$ cat config.mk
export PLATFORM = sky130hd
export DESIGN_NAME = rvc_decode_flat
export DESIGN_NICKNAME = d
export VERILOG_FILES = /design/src/logic/rvc_pkg.sv /design/src/logic/rvc_ifs.sv /design/src/logic/rvc_decode.sv /design/src/flat_wrapper.sv
export SDC_FILE = /design/constraint.sdc
export NUM_CORES = 1
export LEC_CHECK = 0
export ABC_AREA = 1
export BUFFER_PORTS_ARGS = -buffer_cell sky130_fd_sc_hd__buf_2
export CORE_AREA = 2 2 73 89
export DETAILED_ROUTE_END_ITERATION = 8
export DIE_AREA = 0 0 75 91
export PLACE_DENSITY = 0.52
export REMOVE_ABC_BUFFERS = 1
export SLEW_MARGIN = 15
export SYNTH_ARGS = -nofsm -noshare
export SYNTH_HDL_FRONTEND = slang
export SYNTH_SLANG_ARGS = --single-unit
$ cat constraint.sdc
create_clock -name vclk -period 3.4
set_input_delay 0.68 -clock vclk [all_inputs]
set_output_delay 0.68 -clock vclk [all_outputs]
set_load 0.02 [all_outputs]
$ cat src/logic/rvc_pkg.sv
package rvc_pkg;

  // ~~~~~~~~~~~~~~~~~~~~~~~~~~~~~~~~~~~~~~
  // Quadrants and funct3 codes.
  // ~~~~~~~~~~~~~~~~~~~~~~~~~~~~~~~~~~~~~~
  localparam logic [1:0] opcode_c0 = 2'b00;
  localparam logic [1:0] opcode_c1 = 2'b01;
  localparam logic [1:0] opcode_c2 = 2'b10;

  localparam logic [2:0] c0_addispn = 3'b000;
  localparam logic [2:0] c0_lw      = 3'b010;
  localparam logic [2:0] c0_sw      = 3'b110;

  localparam logic [2:0] c1_addi = 3'b000;
  localparam logic [2:0] c1_jal  = 3'b001;
  localparam logic [2:0] c1_li   = 3'b010;
  localparam logic [2:0] c1_lui  = 3'b011; // Also c.addi16sp when rd is x2.
  localparam logic [2:0] c1_alu  = 3'b100;
  localparam logic [2:0] c1_j    = 3'b101;
  localparam logic [2:0] c1_beqz = 3'b110;
  localparam logic [2:0] c1_bnez = 3'b111;

  localparam logic [2:0] c2_slli = 3'b000;
  localparam logic [2:0] c2_lwsp = 3'b010;
  localparam logic [2:0] c2_alu  = 3'b100; // The jr, mv, ebreak, jalr and add group.
  localparam logic [2:0] c2_swsp = 3'b110;

  // ~~~~~~~~~~~~~~~~~~~~~~~~~~~~~~~~~~~~~~
  // Operation flags, one hot.
  // ~~~~~~~~~~~~~~~~~~~~~~~~~~~~~~~~~~~~~~
  typedef struct packed {
    logic alu_add;
    logic alu_sub;
    logic alu_sll;
    logic alu_srl;
    logic alu_sra;
    logic alu_xor;
    logic alu_or;
    logic alu_and;
  } alu_op_type;

  typedef struct packed {
    logic bcu_beq;
    logic bcu_bne;
  } bcu_op_type;

  typedef struct packed {
    logic lsu_lw;
    logic lsu_sw;
  } lsu_op_type;

  localparam alu_op_type init_alu_op = '0;
  localparam bcu_op_type init_bcu_op = '0;
  localparam lsu_op_type init_lsu_op = '0;

  // Wide register view.
  typedef struct packed {
    logic [2:0] funct3;
    logic       bit12;
    logic [4:0] rd;
    logic [4:0] imm5;
    logic [1:0] op;
  } rvc_ci_type;

  // Compact register view. The fields rs1p and rs2p select x8 to x15.
  typedef struct packed {
    logic [2:0] funct3;
    logic       bit12;
    logic [1:0] funct6;
    logic [2:0] rs1p;
    logic [1:0] funct8;
    logic [2:0] rs2p;
    logic [1:0] op;
  } rvc_cb_type;

  typedef union packed {
    rvc_ci_type ci;
    rvc_cb_type cb;
  } rvc_instr_type;

  localparam int dmem_words = 64;
  localparam int dmem_aw    = $clog2(dmem_words);

endpackage

$ cat src/logic/rvc_ifs.sv
`timescale 1ns/1ns

interface rvc_decode_if;
  logic [31:0]         imm;
  logic [4:0]          waddr;
  logic [4:0]          raddr1;
  logic [4:0]          raddr2;
  logic                wren;
  logic                rden1;
  logic                rden2;
  logic                lui;
  logic                jal;
  logic                jalr;
  logic                branch;
  logic                ebreak;
  logic                valid;
  rvc_pkg::alu_op_type alu_op;
  rvc_pkg::bcu_op_type bcu_op;
  rvc_pkg::lsu_op_type lsu_op;

  modport dec (output imm, waddr, raddr1, raddr2, wren, rden1, rden2, lui, jal, jalr,
               branch, ebreak, valid, alu_op, bcu_op, lsu_op);
  modport exe (input imm, waddr, raddr1, raddr2, wren, rden1, rden2, lui, jal, jalr,
               branch, ebreak, valid, alu_op, bcu_op, lsu_op);
endinterface


$ cat src/logic/rvc_decode.sv
`timescale 1ns/1ns

module rvc_decode (
  input  rvc_pkg::rvc_instr_type instr_i,
  rvc_decode_if.dec              dec
);

  logic [15:0] iw;
  logic [31:0] imm_lwsp, imm_swsp, imm_lswr;
  logic [31:0] imm_j, imm_b, imm_w, imm_i, imm_u, imm_p, imm_sh;
  logic [4:0]  rs1_w, rs2_w, rs1_c, rs2_c;
  logic [2:0]  funct9;

  assign iw = instr_i;

  // ~~~~~~~~~~~~~~~~~~~~~~~~~~~~~~~~~~~~~~
  // Immediate forms.
  // ~~~~~~~~~~~~~~~~~~~~~~~~~~~~~~~~~~~~~~
  assign imm_lwsp = {24'b0, iw[3:2], iw[12], iw[6:4], 2'b0};
  assign imm_swsp = {24'b0, iw[8:7], iw[12:9], 2'b0};
  assign imm_lswr = {25'b0, iw[5], iw[12:10], iw[6], 2'b0};
  assign imm_j    = {{21{iw[12]}}, iw[8], iw[10:9], iw[6], iw[7], iw[2], iw[11], iw[5:3], 1'b0};
  assign imm_b    = {{24{iw[12]}}, iw[6:5], iw[2], iw[11:10], iw[4:3], 1'b0};
  assign imm_w    = {22'b0, iw[10:7], iw[12:11], iw[5], iw[6], 2'b0}; // Scaled by four.
  assign imm_i    = {{27{iw[12]}}, iw[6:2]};
  assign imm_u    = {{15{iw[12]}}, iw[6:2], 12'b0};
  assign imm_p    = {{23{iw[12]}}, iw[4:3], iw[5], iw[2], iw[6], 4'b0};
  assign imm_sh   = {27'b0, instr_i.ci.imm5};

  assign rs1_w  = instr_i.ci.rd;
  assign rs2_w  = instr_i.ci.imm5;
  assign rs1_c  = {2'b01, instr_i.cb.rs1p}; // Compact fields map onto x8 to x15.
  assign rs2_c  = {2'b01, instr_i.cb.rs2p};
  assign funct9 = {instr_i.cb.bit12, instr_i.cb.funct8};

  always_comb begin
    dec.imm    = '0;
    dec.waddr  = rs1_w;
    dec.raddr1 = rs1_w;
    dec.raddr2 = rs2_w;
    dec.wren   = 1'b0;
    dec.rden1  = 1'b0;
    dec.rden2  = 1'b0;
    dec.lui    = 1'b0;
    dec.jal    = 1'b0;
    dec.jalr   = 1'b0;
    dec.branch = 1'b0;
    dec.ebreak = 1'b0;
    dec.valid  = 1'b1;
    dec.alu_op = rvc_pkg::init_alu_op;
    dec.bcu_op = rvc_pkg::init_bcu_op;
    dec.lsu_op = rvc_pkg::init_lsu_op;

    case (instr_i.ci.op)
      rvc_pkg::opcode_c0: begin
        case (instr_i.ci.funct3)
          rvc_pkg::c0_addispn: begin
            dec.imm            = imm_w;
            dec.waddr          = rs2_c;
            dec.raddr1         = 5'd2;
            dec.wren           = |imm_w;
            dec.rden1          = |imm_w;
            dec.alu_op.alu_add = |imm_w;
            dec.valid          = |imm_w; // The all-zero word lands here.
          end
          rvc_pkg::c0_lw: begin
            dec.imm           = imm_lswr;
            dec.waddr         = rs2_c;
            dec.raddr1        = rs1_c;
            dec.wren          = 1'b1;
            dec.rden1         = 1'b1;
            dec.lsu_op.lsu_lw = 1'b1;
          end
          rvc_pkg::c0_sw: begin
            dec.imm           = imm_lswr;
            dec.raddr1        = rs1_c;
            dec.raddr2        = rs2_c;
            dec.rden1         = 1'b1;
            dec.rden2         = 1'b1;
            dec.lsu_op.lsu_sw = 1'b1;
          end
          default: dec.valid = 1'b0;
        endcase
      end
      rvc_pkg::opcode_c1: begin
        case (instr_i.ci.funct3)
          rvc_pkg::c1_addi: begin
            dec.imm            = imm_i;
            dec.wren           = |imm_i;
            dec.rden1          = |imm_i;
            dec.alu_op.alu_add = |imm_i;
          end
          rvc_pkg::c1_jal: begin
            dec.imm   = imm_j;
            dec.waddr = 5'd1;
            dec.wren  = 1'b1;
            dec.jal   = 1'b1;
          end
          rvc_pkg::c1_li: begin
            dec.imm            = imm_i; // Operand 1 stays zero.
            dec.wren           = 1'b1;
            dec.alu_op.alu_add = 1'b1;
          end
          rvc_pkg::c1_lui: begin
            if (rs1_w == 5'd2) begin
              dec.imm            = imm_p;
              dec.wren           = |imm_p;
              dec.rden1          = |imm_p;
              dec.alu_op.alu_add = |imm_p;
            end else begin
              dec.imm  = imm_u;
              dec.wren = |imm_u;
              dec.lui  = |imm_u;
            end
          end
          rvc_pkg::c1_alu: begin
            dec.imm    = imm_i;
            dec.waddr  = rs1_c;
            dec.raddr1 = rs1_c;
            dec.raddr2 = rs2_c;
            case (instr_i.cb.funct6)
              2'd0, 2'd1: begin
                dec.imm            = imm_sh;
                dec.wren           = |imm_sh;
                dec.rden1          = |imm_sh;
                dec.alu_op.alu_srl = |imm_sh && !instr_i.cb.funct6[0];
                dec.alu_op.alu_sra = |imm_sh && instr_i.cb.funct6[0];
                dec.valid          = |imm_sh;
              end
              2'd2: begin
                dec.wren           = 1'b1;
                dec.rden1          = 1'b1;
                dec.alu_op.alu_and = 1'b1;
              end
              default: begin
                dec.wren  = !funct9[2];
                dec.rden1 = !funct9[2];
                dec.rden2 = !funct9[2];
                dec.valid = !funct9[2]; // Codes 4 to 7 are RV64 only.
                case (funct9)
                  3'd0:    dec.alu_op.alu_sub = 1'b1;
                  3'd1:    dec.alu_op.alu_xor = 1'b1;
                  3'd2:    dec.alu_op.alu_or  = 1'b1;
                  3'd3:    dec.alu_op.alu_and = 1'b1;
                  default: dec.alu_op = rvc_pkg::init_alu_op;
                endcase
              end
            endcase
          end
          rvc_pkg::c1_j: begin
            dec.imm   = imm_j;
            dec.waddr = 5'd0;
            dec.jal   = 1'b1;
          end
          default: begin // c.beqz and c.bnez compare against x0.
            dec.imm            = imm_b;
            dec.raddr1         = rs1_c;
            dec.raddr2         = 5'd0;
            dec.rden1          = 1'b1;
            dec.rden2          = 1'b1;
            dec.branch         = 1'b1;
            dec.bcu_op.bcu_beq = (instr_i.ci.funct3 == rvc_pkg::c1_beqz);
            dec.bcu_op.bcu_bne = (instr_i.ci.funct3 == rvc_pkg::c1_bnez);
          end
        endcase
      end
      rvc_pkg::opcode_c2: begin
        case (instr_i.ci.funct3)
          rvc_pkg::c2_slli: begin
            dec.imm            = imm_sh;
            dec.wren           = |imm_sh;
            dec.rden1          = |imm_sh;
            dec.alu_op.alu_sll = |imm_sh;
            dec.valid          = |imm_sh;
          end
          rvc_pkg::c2_lwsp: begin
            dec.imm           = imm_lwsp;
            dec.raddr1        = 5'd2;
            dec.wren          = 1'b1;
            dec.rden1         = 1'b1;
            dec.lsu_op.lsu_lw = 1'b1;
          end
          rvc_pkg::c2_alu: begin
            if (rs2_w != 5'd0) begin
              dec.wren           = 1'b1;
              dec.rden1          = instr_i.ci.bit12; // c.add reads rd, c.mv does not.
              dec.rden2          = 1'b1;
              dec.alu_op.alu_add = 1'b1;
            end else if (rs1_w == 5'd0) begin
              dec.ebreak = instr_i.ci.bit12;
              dec.valid  = instr_i.ci.bit12; // c.jr with x0 is reserved.
            end else begin
              dec.waddr = instr_i.ci.bit12 ? 5'd1 : 5'd0;
              dec.wren  = instr_i.ci.bit12;
              dec.rden1 = 1'b1;
              dec.jalr  = 1'b1;
            end
          end
          rvc_pkg::c2_swsp: begin
            dec.imm           = imm_swsp;
            dec.raddr1        = 5'd2;
            dec.rden1         = 1'b1;
            dec.rden2         = 1'b1;
            dec.lsu_op.lsu_sw = 1'b1;
          end
          default: dec.valid = 1'b0;
        endcase
      end
      default: dec.valid = 1'b0;
    endcase
  end

endmodule

$ cat src/flat_wrapper.sv
// flat-port wrapper written by rule: the top's interface ports become plain ports
module rvc_decode_flat 
  (instr_i, dec_imm, dec_waddr, dec_raddr1, dec_raddr2, dec_wren, dec_rden1, dec_rden2, dec_lui, dec_jal, dec_jalr, dec_branch, dec_ebreak, dec_valid, dec_alu_op, dec_bcu_op, dec_lsu_op);
  rvc_decode_if dec_i ();
  input  rvc_pkg::rvc_instr_type instr_i;
  output wire logic [$bits(dec_i.imm)-1:0] dec_imm;
  output wire logic [$bits(dec_i.waddr)-1:0] dec_waddr;
  output wire logic [$bits(dec_i.raddr1)-1:0] dec_raddr1;
  output wire logic [$bits(dec_i.raddr2)-1:0] dec_raddr2;
  output wire logic [$bits(dec_i.wren)-1:0] dec_wren;
  output wire logic [$bits(dec_i.rden1)-1:0] dec_rden1;
  output wire logic [$bits(dec_i.rden2)-1:0] dec_rden2;
  output wire logic [$bits(dec_i.lui)-1:0] dec_lui;
  output wire logic [$bits(dec_i.jal)-1:0] dec_jal;
  output wire logic [$bits(dec_i.jalr)-1:0] dec_jalr;
  output wire logic [$bits(dec_i.branch)-1:0] dec_branch;
  output wire logic [$bits(dec_i.ebreak)-1:0] dec_ebreak;
  output wire logic [$bits(dec_i.valid)-1:0] dec_valid;
  output wire logic [$bits(dec_i.alu_op)-1:0] dec_alu_op;
  output wire logic [$bits(dec_i.bcu_op)-1:0] dec_bcu_op;
  output wire logic [$bits(dec_i.lsu_op)-1:0] dec_lsu_op;
  assign dec_imm = dec_i.imm;
  assign dec_waddr = dec_i.waddr;
  assign dec_raddr1 = dec_i.raddr1;
  assign dec_raddr2 = dec_i.raddr2;
  assign dec_wren = dec_i.wren;
  assign dec_rden1 = dec_i.rden1;
  assign dec_rden2 = dec_i.rden2;
  assign dec_lui = dec_i.lui;
  assign dec_jal = dec_i.jal;
  assign dec_jalr = dec_i.jalr;
  assign dec_branch = dec_i.branch;
  assign dec_ebreak = dec_i.ebreak;
  assign dec_valid = dec_i.valid;
  assign dec_alu_op = dec_i.alu_op;
  assign dec_bcu_op = dec_i.bcu_op;
  assign dec_lsu_op = dec_i.lsu_op;
  rvc_decode u_core (.instr_i(instr_i), .dec(dec_i));
endmodule
-- Word-level counts from Yosys, hierarchy flattened
Cells that the tools add are included.
- $add $sub $neg: 0
- $mul: 0
- div/mod/pow operators: 0
- order comparisons: 0
- equality and inequality tests: 15
- shifts and indexed selects: 0
- muxes and demuxes: 80
- bitwise operators: 0
- reduce and logical (&&, ||, !) cells: 24
- operators by type and width (operator ; count):
    32-bit case mux with 4 select lines ; 1
    32-bit case mux with 3 select lines ; 1
    5-bit case mux with 3 select lines ; 3
    5-bit two-way mux ; 8
    1-bit two-way mux ; 35
    32-bit two-way mux ; 1
    5-bit case mux with 2 select lines ; 3
    1-bit case mux with 3 select lines ; 9
    8-bit case mux with 3 select lines ; 1
    10-bit case mux with 2 select lines ; 1
    17-bit two-way mux ; 1
    1-bit case mux with 2 select lines ; 7
    2-bit OR reduction ; 7
    3-bit by 2-bit equality test with 1-bit output, second input constant ; 4
    3-bit equality test, second input constant ; 4
    2-bit two-way mux ; 6
    6-bit OR reduction ; 2
    5-bit OR reduction ; 2
    1-bit case mux with 4 select lines ; 2
    8-bit OR reduction ; 1
    7-bit two-way mux ; 1
    3-bit by 1-bit equality test with 1-bit output, second input constant ; 2
    3-bit logical NOT ; 2
    3-bit OR reduction ; 2
    8 further kinds ; 13
- flip-flop bits (word level): 0
- bits in latches: 0
- RAM bits: 0
- bits in read-only memories: 0
- output and inout port bits: 68
- word-level logic and storage cells: 119
- memories: 0

-- Logic depth before layout (Yosys ltp)
Gate-level depths: netlist of run 1.
- depth in word-level cells: 5
- mapped depth: 11
- gate-level depth less buffers: 10

-- Worst setup path after synthesis of run 1
OpenSTA, ideal clock, no wires.
- kind: input to output
- start point: input instr_i[15] (netlist bit)
- end point: output dec_imm[18]
- data arrival time: 2.282 ns
- data required time: 2.720 ns
- setup slack: 0.438 ns
- stages: 6
- cells stage by stage: buf_4 -> nand2_1 -> nand2_1 -> inv_1 -> a21oi_1 -> buf_4
- word-level cells in the longest chain between the ends: 4
- elaborated cells between the ends (all ways): 10
- those cells by class: eq/ne (5); mux (2); reduce/logical (3)
- ends and longest elaborated chain (what ; RTL line ; RTL):
    from (decl) ; flat_wrapper.sv:5 ; input rvc_pkg::rvc_instr_type instr_i;
    3-bit by 1-bit equality test with 1-bit output, or another cell as far along ; rvc_decode.sv:86 ; case (instr_i.ci.funct3)
    2-bit OR reduction (no source line) ; n/a ;
    32-bit case mux with 4 select lines * ; rvc_decode.sv:86 ;
    32-bit case mux with 3 select lines * ; rvc_decode.sv:54 ; case (instr_i.ci.op)
    to (decl) ; flat_wrapper.sv:6 ; output wire logic [$bits(dec_i.imm)-1:0] dec_imm;
Mark *: on every way between the ends. The rest lies on a longest branch, timed or not.

-- Worst setup path after layout of run 1
- start point: input instr_i[0] (netlist bit)
- end point: output dec_imm[3]
- word-level cells in the longest chain between the ends: 2
- elaborated cells between the ends (all ways): 4
- those cells by class: eq/ne (2); mux (1); reduce/logical (1)
- ends and longest elaborated chain (what ; RTL line):
    2-bit equality test, or another cell as far along ; rvc_decode.sv:54
    32-bit case mux with 3 select lines * ; rvc_decode.sv:54
Marked as above.

==> run metrics, run 1 <==
GP Congestion 1.01; num sequential 0; Worst Hold Class in2out; endpoints failing hold 0; wire length per cell 15.3 um; Slew Limit Fails 0; Layout area overhead 28.9%; # Post-CTS Setup Buffers 0; Commonest cells post-synth 81 x nand2_1, 47 x nor2_1, 35 x inv_1; routed vias/inst 5.08; I/O Buffers 84; status complete, no violations; worst vdd ir 0.0822 mV; syn avg cell area 4.76 sq um; DRC violations left 0; sequential fraction of the synthesis area 0; width of the chip 75 um; Total GRT Usage 0.201; Buf/Inv on CP 4; Die ar. 6830 sq um; Sequential cell area 0 sq um; Max Freq 331 MHz; CP max stage cell nor2_2; synthesized cell area 1450 sq um; crit-path cells buf_2 > inv_1 > nor2_4 > inv_1 > nor2_2 > nor3_1 > o22ai_1 > buf_2; critical path endpoint category primary output; core area 5930 sq um; Starting Density 0.245; most frequent cell after synthesis nand2_1; Setup Viol. Count Final 0; final net count 392; PD cells 148 nW/um^2; global-route wire length before repair 11000 um; relative slew slack 0.727; Starting DRT DRC Count 214; largest net degree at the start of global routing 17; warnings from Yosys 0; DRT antenna net count 0; Syn Inst Count 305; Max Cap Viol 0; ANT cells 0; slowest stage delay, CP 0.36 ns; area share of the largest cell type after synthesis 0.209; fin crit share 0.888; Overflow after GRT 0; CP delay by family, top simple AND/OR/NAND/NOR gates; Critical Path Start Type input pin; Tmin final 3.02 ns; I/O pin count 84; vias in the first global route 2159; Detailed Routing Iterations Pass 1 5; Hold Buf Count CTS 0; Synth area leaders nand2_1 21%, nor2_1 12%, nand3_1 9.6%, inv_1 9.0%, buf_4 8.3%; Setup WS post-layout 0.380 ns; clock buf count 0; layout cells sized above 1 0.299; hpwl dp 5610 um; Layout fillers 730; # rows 31; Via Count 2318; dpl ws 0.424 ns; Multi-input gate area 1140 sq um; setup tns final 0 ns; RSZ-0062 raised after global routing false; most area-hungry cell type in the Yosys netlist nand2_1; Worst EP arrival 2.34 ns; Netlist cell types 22; CTS resizes 0; Worst EP required 2.72 ns; Leak 1.18 nW; kind of critical path in2out; antenna violations before repair 0; die height 91 um; crit path max fanout 15; drt total wl 6980 um; Slew @ Worst Pin 0.408 ns
-- layer usage --
| metal | part of all wire | wire length (um) | up-vias | global-route usage |
|---|---|---|---|---|
| met4 | 0.041 | 283 | 0 | 0.0699 |
| li1 | - | - | 1124 | - |
| met5 | 0 | 0 | - | 0 |
| met2 | 0.45 | 3120 | 140 | 0.325 |
| met3 | 0.080 | 557 | 18 | 0.00888 |
| met1 | 0.43 | 3020 | 1036 | 0.279 |
-- cell usage in the layout (no fill, tap or decap) --
| master | netlist | final |
|---|---|---|
| a21oi_1 | 15 | 15 |
| nand2_1 | 81 | 81 |
| o21ai_0 | 18 | 18 |
| a31oi_1 | 2 | 2 |
| o22ai_1 | 7 | 7 |
| nand3b_1 | 4 | 4 |
| nor4_1 | 2 | 2 |
| nand3_1 | 28 | 28 |
| nor2_2 | 3 | 3 |
| buf_2 | 5 | 84 |
| nand2_2 | 6 | 6 |
| nor2_4 | 5 | 5 |
| o21ai_1 | 4 | 4 |
| nor3_1 | 6 | 6 |
| inv_2 | 6 | 6 |
| nor2_1 | 47 | 47 |
| nand4_1 | 11 | 11 |
| inv_1 | 35 | 35 |
| o211ai_1 | 2 | 2 |
| buf_4 | 16 | 7 |
| nand2_4 | 1 | 1 |
-- stage by stage --
step	utilization	total power (W)	hold WS (ns)	cell area [sq um]	cells
final	0.315	0.000276	1.70	1870	456
after global routing	0.315	0.000302	1.73	1870	456
after CTS	0.315	0.000274	1.70	1870	456
after detailed placement	0.315	0.000273	1.70	1870	456
after global placement	0.315	0.000274	1.70	1870	456
after floorplan	-	0.000165	1.44	1300	283
-- tightest hold or removal path, cell delays in order --
cell and delay [ns]:
buf_2 0.14, nor2_1 0.05, buf_2 0.15
-- path summary, 6_finish.rpt --
kind	start	to	slack, ns	cells after the start
hold / removal	instr_i[0]	dec_lsu_op[1]	1.70	3
setup / recovery	instr_i[0]	dec_imm[3]	0.38	8
-- final cells by class --
| type | instances | area share |
|---|---|---|
| Tap cell | 82 | 0.0548 |
| Timing Repair Buffer | 91 | 0.253 |
| Multi-Input combinational cell | 242 | 0.610 |
| Inverter | 41 | 0.0822 |
-- logic make-up (layout without fill, tap and decap cells) --
| logic type | count (synthesis) | count (layout) | share of synthesized area |
|---|---|---|---|
| buffers and inverters | 63 | 132 | 0.214 |
| AND/OR/NAND/NOR | 194 | 194 | 0.610 |
| AO/OA/AOI/OAI | 48 | 48 | 0.177 |
-- power by group --
| part | total, W | switching (W) | internal [W] |
|---|---|---|---|
| clock | 0 | 0 | 0 |
| combinational | 0.000276 | 0.000195 | 0.0000810 |
| sequential | 0 | 0 | 0 |
| total | 0.000276 | 0.000195 | 0.0000810 |
Power figures use the tool's default switching activity.
==> inputs of run 2 (changes only) <==
--- a/config.mk
+++ b/config.mk
@@ -10,6 +10,7 @@
 export CORE_AREA = 2 2 73 89
 export DETAILED_ROUTE_END_ITERATION = 8
 export DIE_AREA = 0 0 75 91
+export GPL_TIMING_DRIVEN = 0
 export PLACE_DENSITY = 0.52
 export REMOVE_ABC_BUFFERS = 1
 export SLEW_MARGIN = 15
==> run 2 against run 1 <==
Non-clock buffer count is 7 lower. Fmax is 2.7% lower. Via count is 4.1% lower. Final cell count is 1.5% lower. Combinational power is 3% lower. Setup slack worse by 0.084 ns. Routed wire length is 6.9% lower. Critical path depth stayed put. Core utilization is 0.84 points lower. Hold slack better by 0.012 ns. Cell area is 2.7% lower. First-iteration DRC count is 7.5% lower. Largest cell class unchanged.
==> run metrics, run 2 (synthesis gave the netlist of run 1 again) <==
Leak 1.14 nW (-3.0%); Critical Path Start Type input pin; DRT antenna net count 0 (unchanged); Overflow after GRT 0 (unchanged); wire length per cell 14.5 um (-5.5%); met1 WL 2800 um (-7.2%); slowest stage delay, CP 0.47 ns (+0.11 ns); Via Count 2222 (-4.1%); final net count 385 (-1.8%); Starting Density 0.245 (unchanged); Layout area overhead 25.4%; die height 91 um (unchanged); worst vdd ir 0.0758 mV (-7.8%); Setup Viol. Count Final 0 (unchanged); Die ar. 6830 sq um (unchanged); Setup WS post-layout 0.296 ns (-0.0839 ns); PD cells 147 nW/um^2 (-0.64%); WL met3 573 um (+2.9%); Slew Limit Fails 0 (unchanged); I/O pin count 84 (unchanged); status complete, no violations; ANT cells 0 (unchanged); Worst EP required 2.72 ns (about the same); core area 5930 sq um (unchanged); Levels on crit path 8 (unchanged); Hold Buf Count CTS 0 (unchanged); drt total wl 6500 um (-6.9%); most frequent cells in the layout 84 x buf_2, 81 x nand2_1, 46 x nor2_1; global-route wire length before repair 9980 um (-9.5%); crit path max fanout 13 (-2); Max Cap Viol 0 (unchanged); critical path endpoint category primary output; Top Metal Used met4; Cells on Worst Hold Path 3 (unchanged); CTS resizes 0 (unchanged); Detailed Routing Iterations Pass 1 5 (unchanged); Final Cell Area 1820 sq um (-2.7%); kind of critical path in2out; CP max stage cell nor2_2; Total GRT Usage 0.182 (-0.0189); vias in the first global route 2003 (-7.2%); Layout fillers 711 (-2.6%); Tmin final 3.10 ns (+0.0839 ns); crit-path cells buf_2 > inv_1 > nor2_2 > inv_1 > o21ai_1 > nor2_1 > o21ai_0 > buf_2; Max Freq 322 MHz (-2.7%); Starting DRT DRC Count 198 (-7.5%); antenna violations before repair 0 (unchanged); Slew @ Worst Pin 0.673 ns (+0.265 ns); hpwl dp 5250 um (-6.4%); CP delay by family, top buffers and inverters; Buf/Inv on CP 4 (unchanged); routed vias/inst 4.95 (-2.6%); dpl ws 0.0754 ns (-0.348 ns); width of the chip 75 um (unchanged); layout cells sized above 1 0.289 (-0.0106); clock buf count 0 (unchanged); DRC violations left 0 (unchanged); I/O Buffers 84 (unchanged); GP Congestion 0.947 (-6.6%); Placement Cell Area 1820 sq um (-2.8%); Sequential cell area 0 sq um (unchanged); RSZ-0062 raised after global routing false; relative slew slack 0.551 (-0.176); num sequential 0 (unchanged); setup tns final 0 ns (unchanged); fin crit share 0.913 (+0.0247); Worst Hold Class in2out; Worst EP arrival 2.42 ns (+0.08 ns); commonest non-fill, non-tap cell in the layout buf_2; # rows 31 (unchanged); endpoints failing hold 0 (unchanged); largest net degree at the start of global routing 17 (unchanged); final core occ 0.307 (-0.00843); # Post-CTS Setup Buffers 0 (unchanged); met2 wire len 3040 um (-2.4%)
## run 2: worst min-delay path, stage by stage
cell and delay [ns]:
buf_2 0.15, nor2_1 0.06, buf_2 0.15
## run 2: layer usage
metal / global-route usage / vias up
met5: 0 / -
met4: 0.0298 / 0
met3: 0.00777 / 8
met2: 0.314 / 135
met1: 0.250 / 969
li1: - / 1110
## run 2: report_power, final
| part | internal (W) | switching (W) |
|---|---|---|
| logic | 0.0000757 | 0.000191 |
| registers | 0 | 0 |
| clock network | 0 | 0 |
| total | 0.0000757 | 0.000191 |
## run 2: cell type report
cell class,count,area [sq um],area share
Timing Repair Buffer,84,420,0.231
Tap cell,82,103,0.0563
Inverter,41,154,0.0845
Multi-Input combinational cell,242,1140,0.628
## run 2: metrics by stage
| step | power [W] | std cells | hold slack (ns) |
|---|---|---|---|
| finish | 0.000267 | 449 | 1.71 |
| global route | 0.000292 | 449 | 1.74 |
| CTS | 0.000265 | 449 | 1.70 |
| detailed placement | 0.000264 | 449 | 1.70 |
| global placement | 0.000264 | 449 | 1.70 |
| floorplan | 0.000165 | 283 | 1.44 |
## run 2: final timing paths
| kind | startpoint | end | slack [ns] |
|---|---|---|---|
| worst min-delay path | instr_i[0] | dec_lsu_op[1] | 1.71 |
| worst max-delay path | instr_i[1] | dec_waddr[2] | 0.30 |
==> inputs of run 3 (changes only) <==
==> constraint.sdc (replaced) <==
create_clock -name vclk -period 3.4
set_input_delay 0.34 -clock vclk [all_inputs]
set_output_delay 0.34 -clock vclk [all_outputs]
set_load 0.02 [all_outputs]
==> run 3 against run 2 <==
Final cell count is the same. Global-route usage is the same. Cell area decreased by 0.14%. Hold slack got worse by 0.69 ns. First-iteration DRC count rose by 4.0%. Total power shrank 0.29%. Via count down 0.32%. Count of clock-buffer cells in the layout unchanged. Highest routed layer unchanged. Critical path depth unchanged.
==> run metrics, run 3 (synthesis gave the netlist of run 1 again) <==
Final Cell Area 1820 sq um (-0.14%); Worst EP arrival 2.38 ns (-0.04 ns); RSZ-0062 raised after global routing false; Power, Total 0.000266 W (-0.29%); kind of critical path in2out; Via Count 2215 (-0.32%); fin crit share 0.799 (-0.114); clock buf count 0 (unchanged); num sequential 0 (unchanged); status complete, no violations; CP delay by family, top simple AND/OR/NAND/NOR gates; Sequential cell area 0 sq um (unchanged); Worst Hold Class in2out; layout cells sized above 1 0.286 (-0.00272); wire length per cell 14.4 um (-0.26%); Hold Buf Count CTS 0 (unchanged); final net count 385 (unchanged); Final Non-Filler Cells 449 (unchanged); crit path max fanout 13 (unchanged); relative slew slack 0.359 (-0.192); slowest stage delay, CP 0.72 ns (+0.25 ns); Buf/Inv on CP 4 (unchanged); CTS resizes 0 (unchanged); I/O Buffers 84 (unchanged); Worst EP required 3.06 ns (+0.34 ns); global-route wire length before repair 9980 um (unchanged); Layout fillers 712 (+0.14%); hpwl dp 5250 um (unchanged); Slew Limit Fails 0 (unchanged); Max Freq 368 MHz (+14%); width of the chip 75 um (unchanged); met1 WL 2830 um (+1.1%); Layout area overhead 25.2%; antenna violations before repair 0 (unchanged); # rows 31 (unchanged); routed vias/inst 4.93 (-0.32%); Total GRT Usage 0.182 (unchanged); dpl cells 449 (unchanged); WL met3 516 um (-9.9%); Slew @ Worst Pin 0.957 ns (+0.284 ns); CP max stage cell nor2_1; critical path endpoint category primary output; die height 91 um (unchanged); worst vdd ir 0.0756 mV (-0.24%); DRC violations left 0 (unchanged); GP Congestion 0.947 (unchanged); commonest non-fill, non-tap cell in the layout buf_2; # Post-CTS Setup Buffers 0 (unchanged); Detailed Routing Iterations Pass 1 5 (unchanged); largest net degree at the start of global routing 17 (unchanged); most frequent cells in the layout 84 x buf_2, 81 x nand2_1, 47 x nor2_1; PD cells 146 nW/um^2 (-0.15%); final core occ 0.307 (-0.000422); Die ar. 6830 sq um (unchanged); Starting Density 0.245 (unchanged); met2 wire len 3060 um (+0.46%); Tmin final 2.72 ns (-0.388 ns); Starting DRT DRC Count 206 (+4.0%); Leak 1.14 nW (about the same); Max Cap Viol 0 (unchanged); vias in the first global route 2003 (unchanged); endpoints failing hold 0 (unchanged); Critical Path Start Type input pin; Overflow after GRT 0 (unchanged); Top Metal Used met4; Setup Viol. Count Final 0 (unchanged); drt total wl 6480 um (-0.26%); DRT antenna net count 0 (unchanged); ANT cells 0 (unchanged); crit-path cells buf_2 > inv_1 > nor2_1 > inv_1 > o21ai_1 > nor2_1 > o21ai_0 > buf_2; Placement Cell Area 1820 sq um (unchanged); I/O pin count 84 (unchanged); core area 5930 sq um (unchanged)
run 3: cell counts in the layout (fill, tap and decap cells not counted):
Identical to the previous run, type by type.
run 3: stage by stage:
stage	hold WS [ns]	setup WS (ns)	setup TNS, ns
2_1_floorplan	0.760	-1.97	-29.60
3_3_place_gp	1.02	0.738	0
3_5_place_dp	1.02	0.755	0
4_1_cts	1.02	0.754	0
5_1_grt	1.05	0.538	0
6_report	1.03	0.684	0
run 3: path summary, 6_finish.rpt:
| check | to | slack [ns] | cells after the start | from |
|---|---|---|---|---|
| setup / recovery | dec_waddr[2] | 0.68 | 8 | instr_i[1] |
| hold / removal | dec_lsu_op[1] | 1.03 | 3 | instr_i[0] |
run 3: final cells by class:
class                           instances  area, sq um  share of cell area
Inverter                               41          154              0.0846
Multi-Input combinational cell        242         1140               0.628
Tap cell                               82          103              0.0564
Timing Repair Buffer                   84          420               0.231
run 3: worst min-delay path, delay by kind of cell:
family                 cells  cell delay (ns)
buffers and inverters      2             0.29
AND/OR/NAND/NOR            1             0.06
run 3: report_power, final:
part	total [W]	leakage (nW)	switching (W)	internal (W)
clock	0	0	0	0
combinational	0.000266	1.14	0.000191	0.0000756
sequential	0	0	0	0
run 3: routing by layer:
layer,global-route usage,up-vias
met5,0,-
met4,0.0298,0
met2,0.314,118
li1,-,1112
met3,0.00777,6
met1,0.250,979
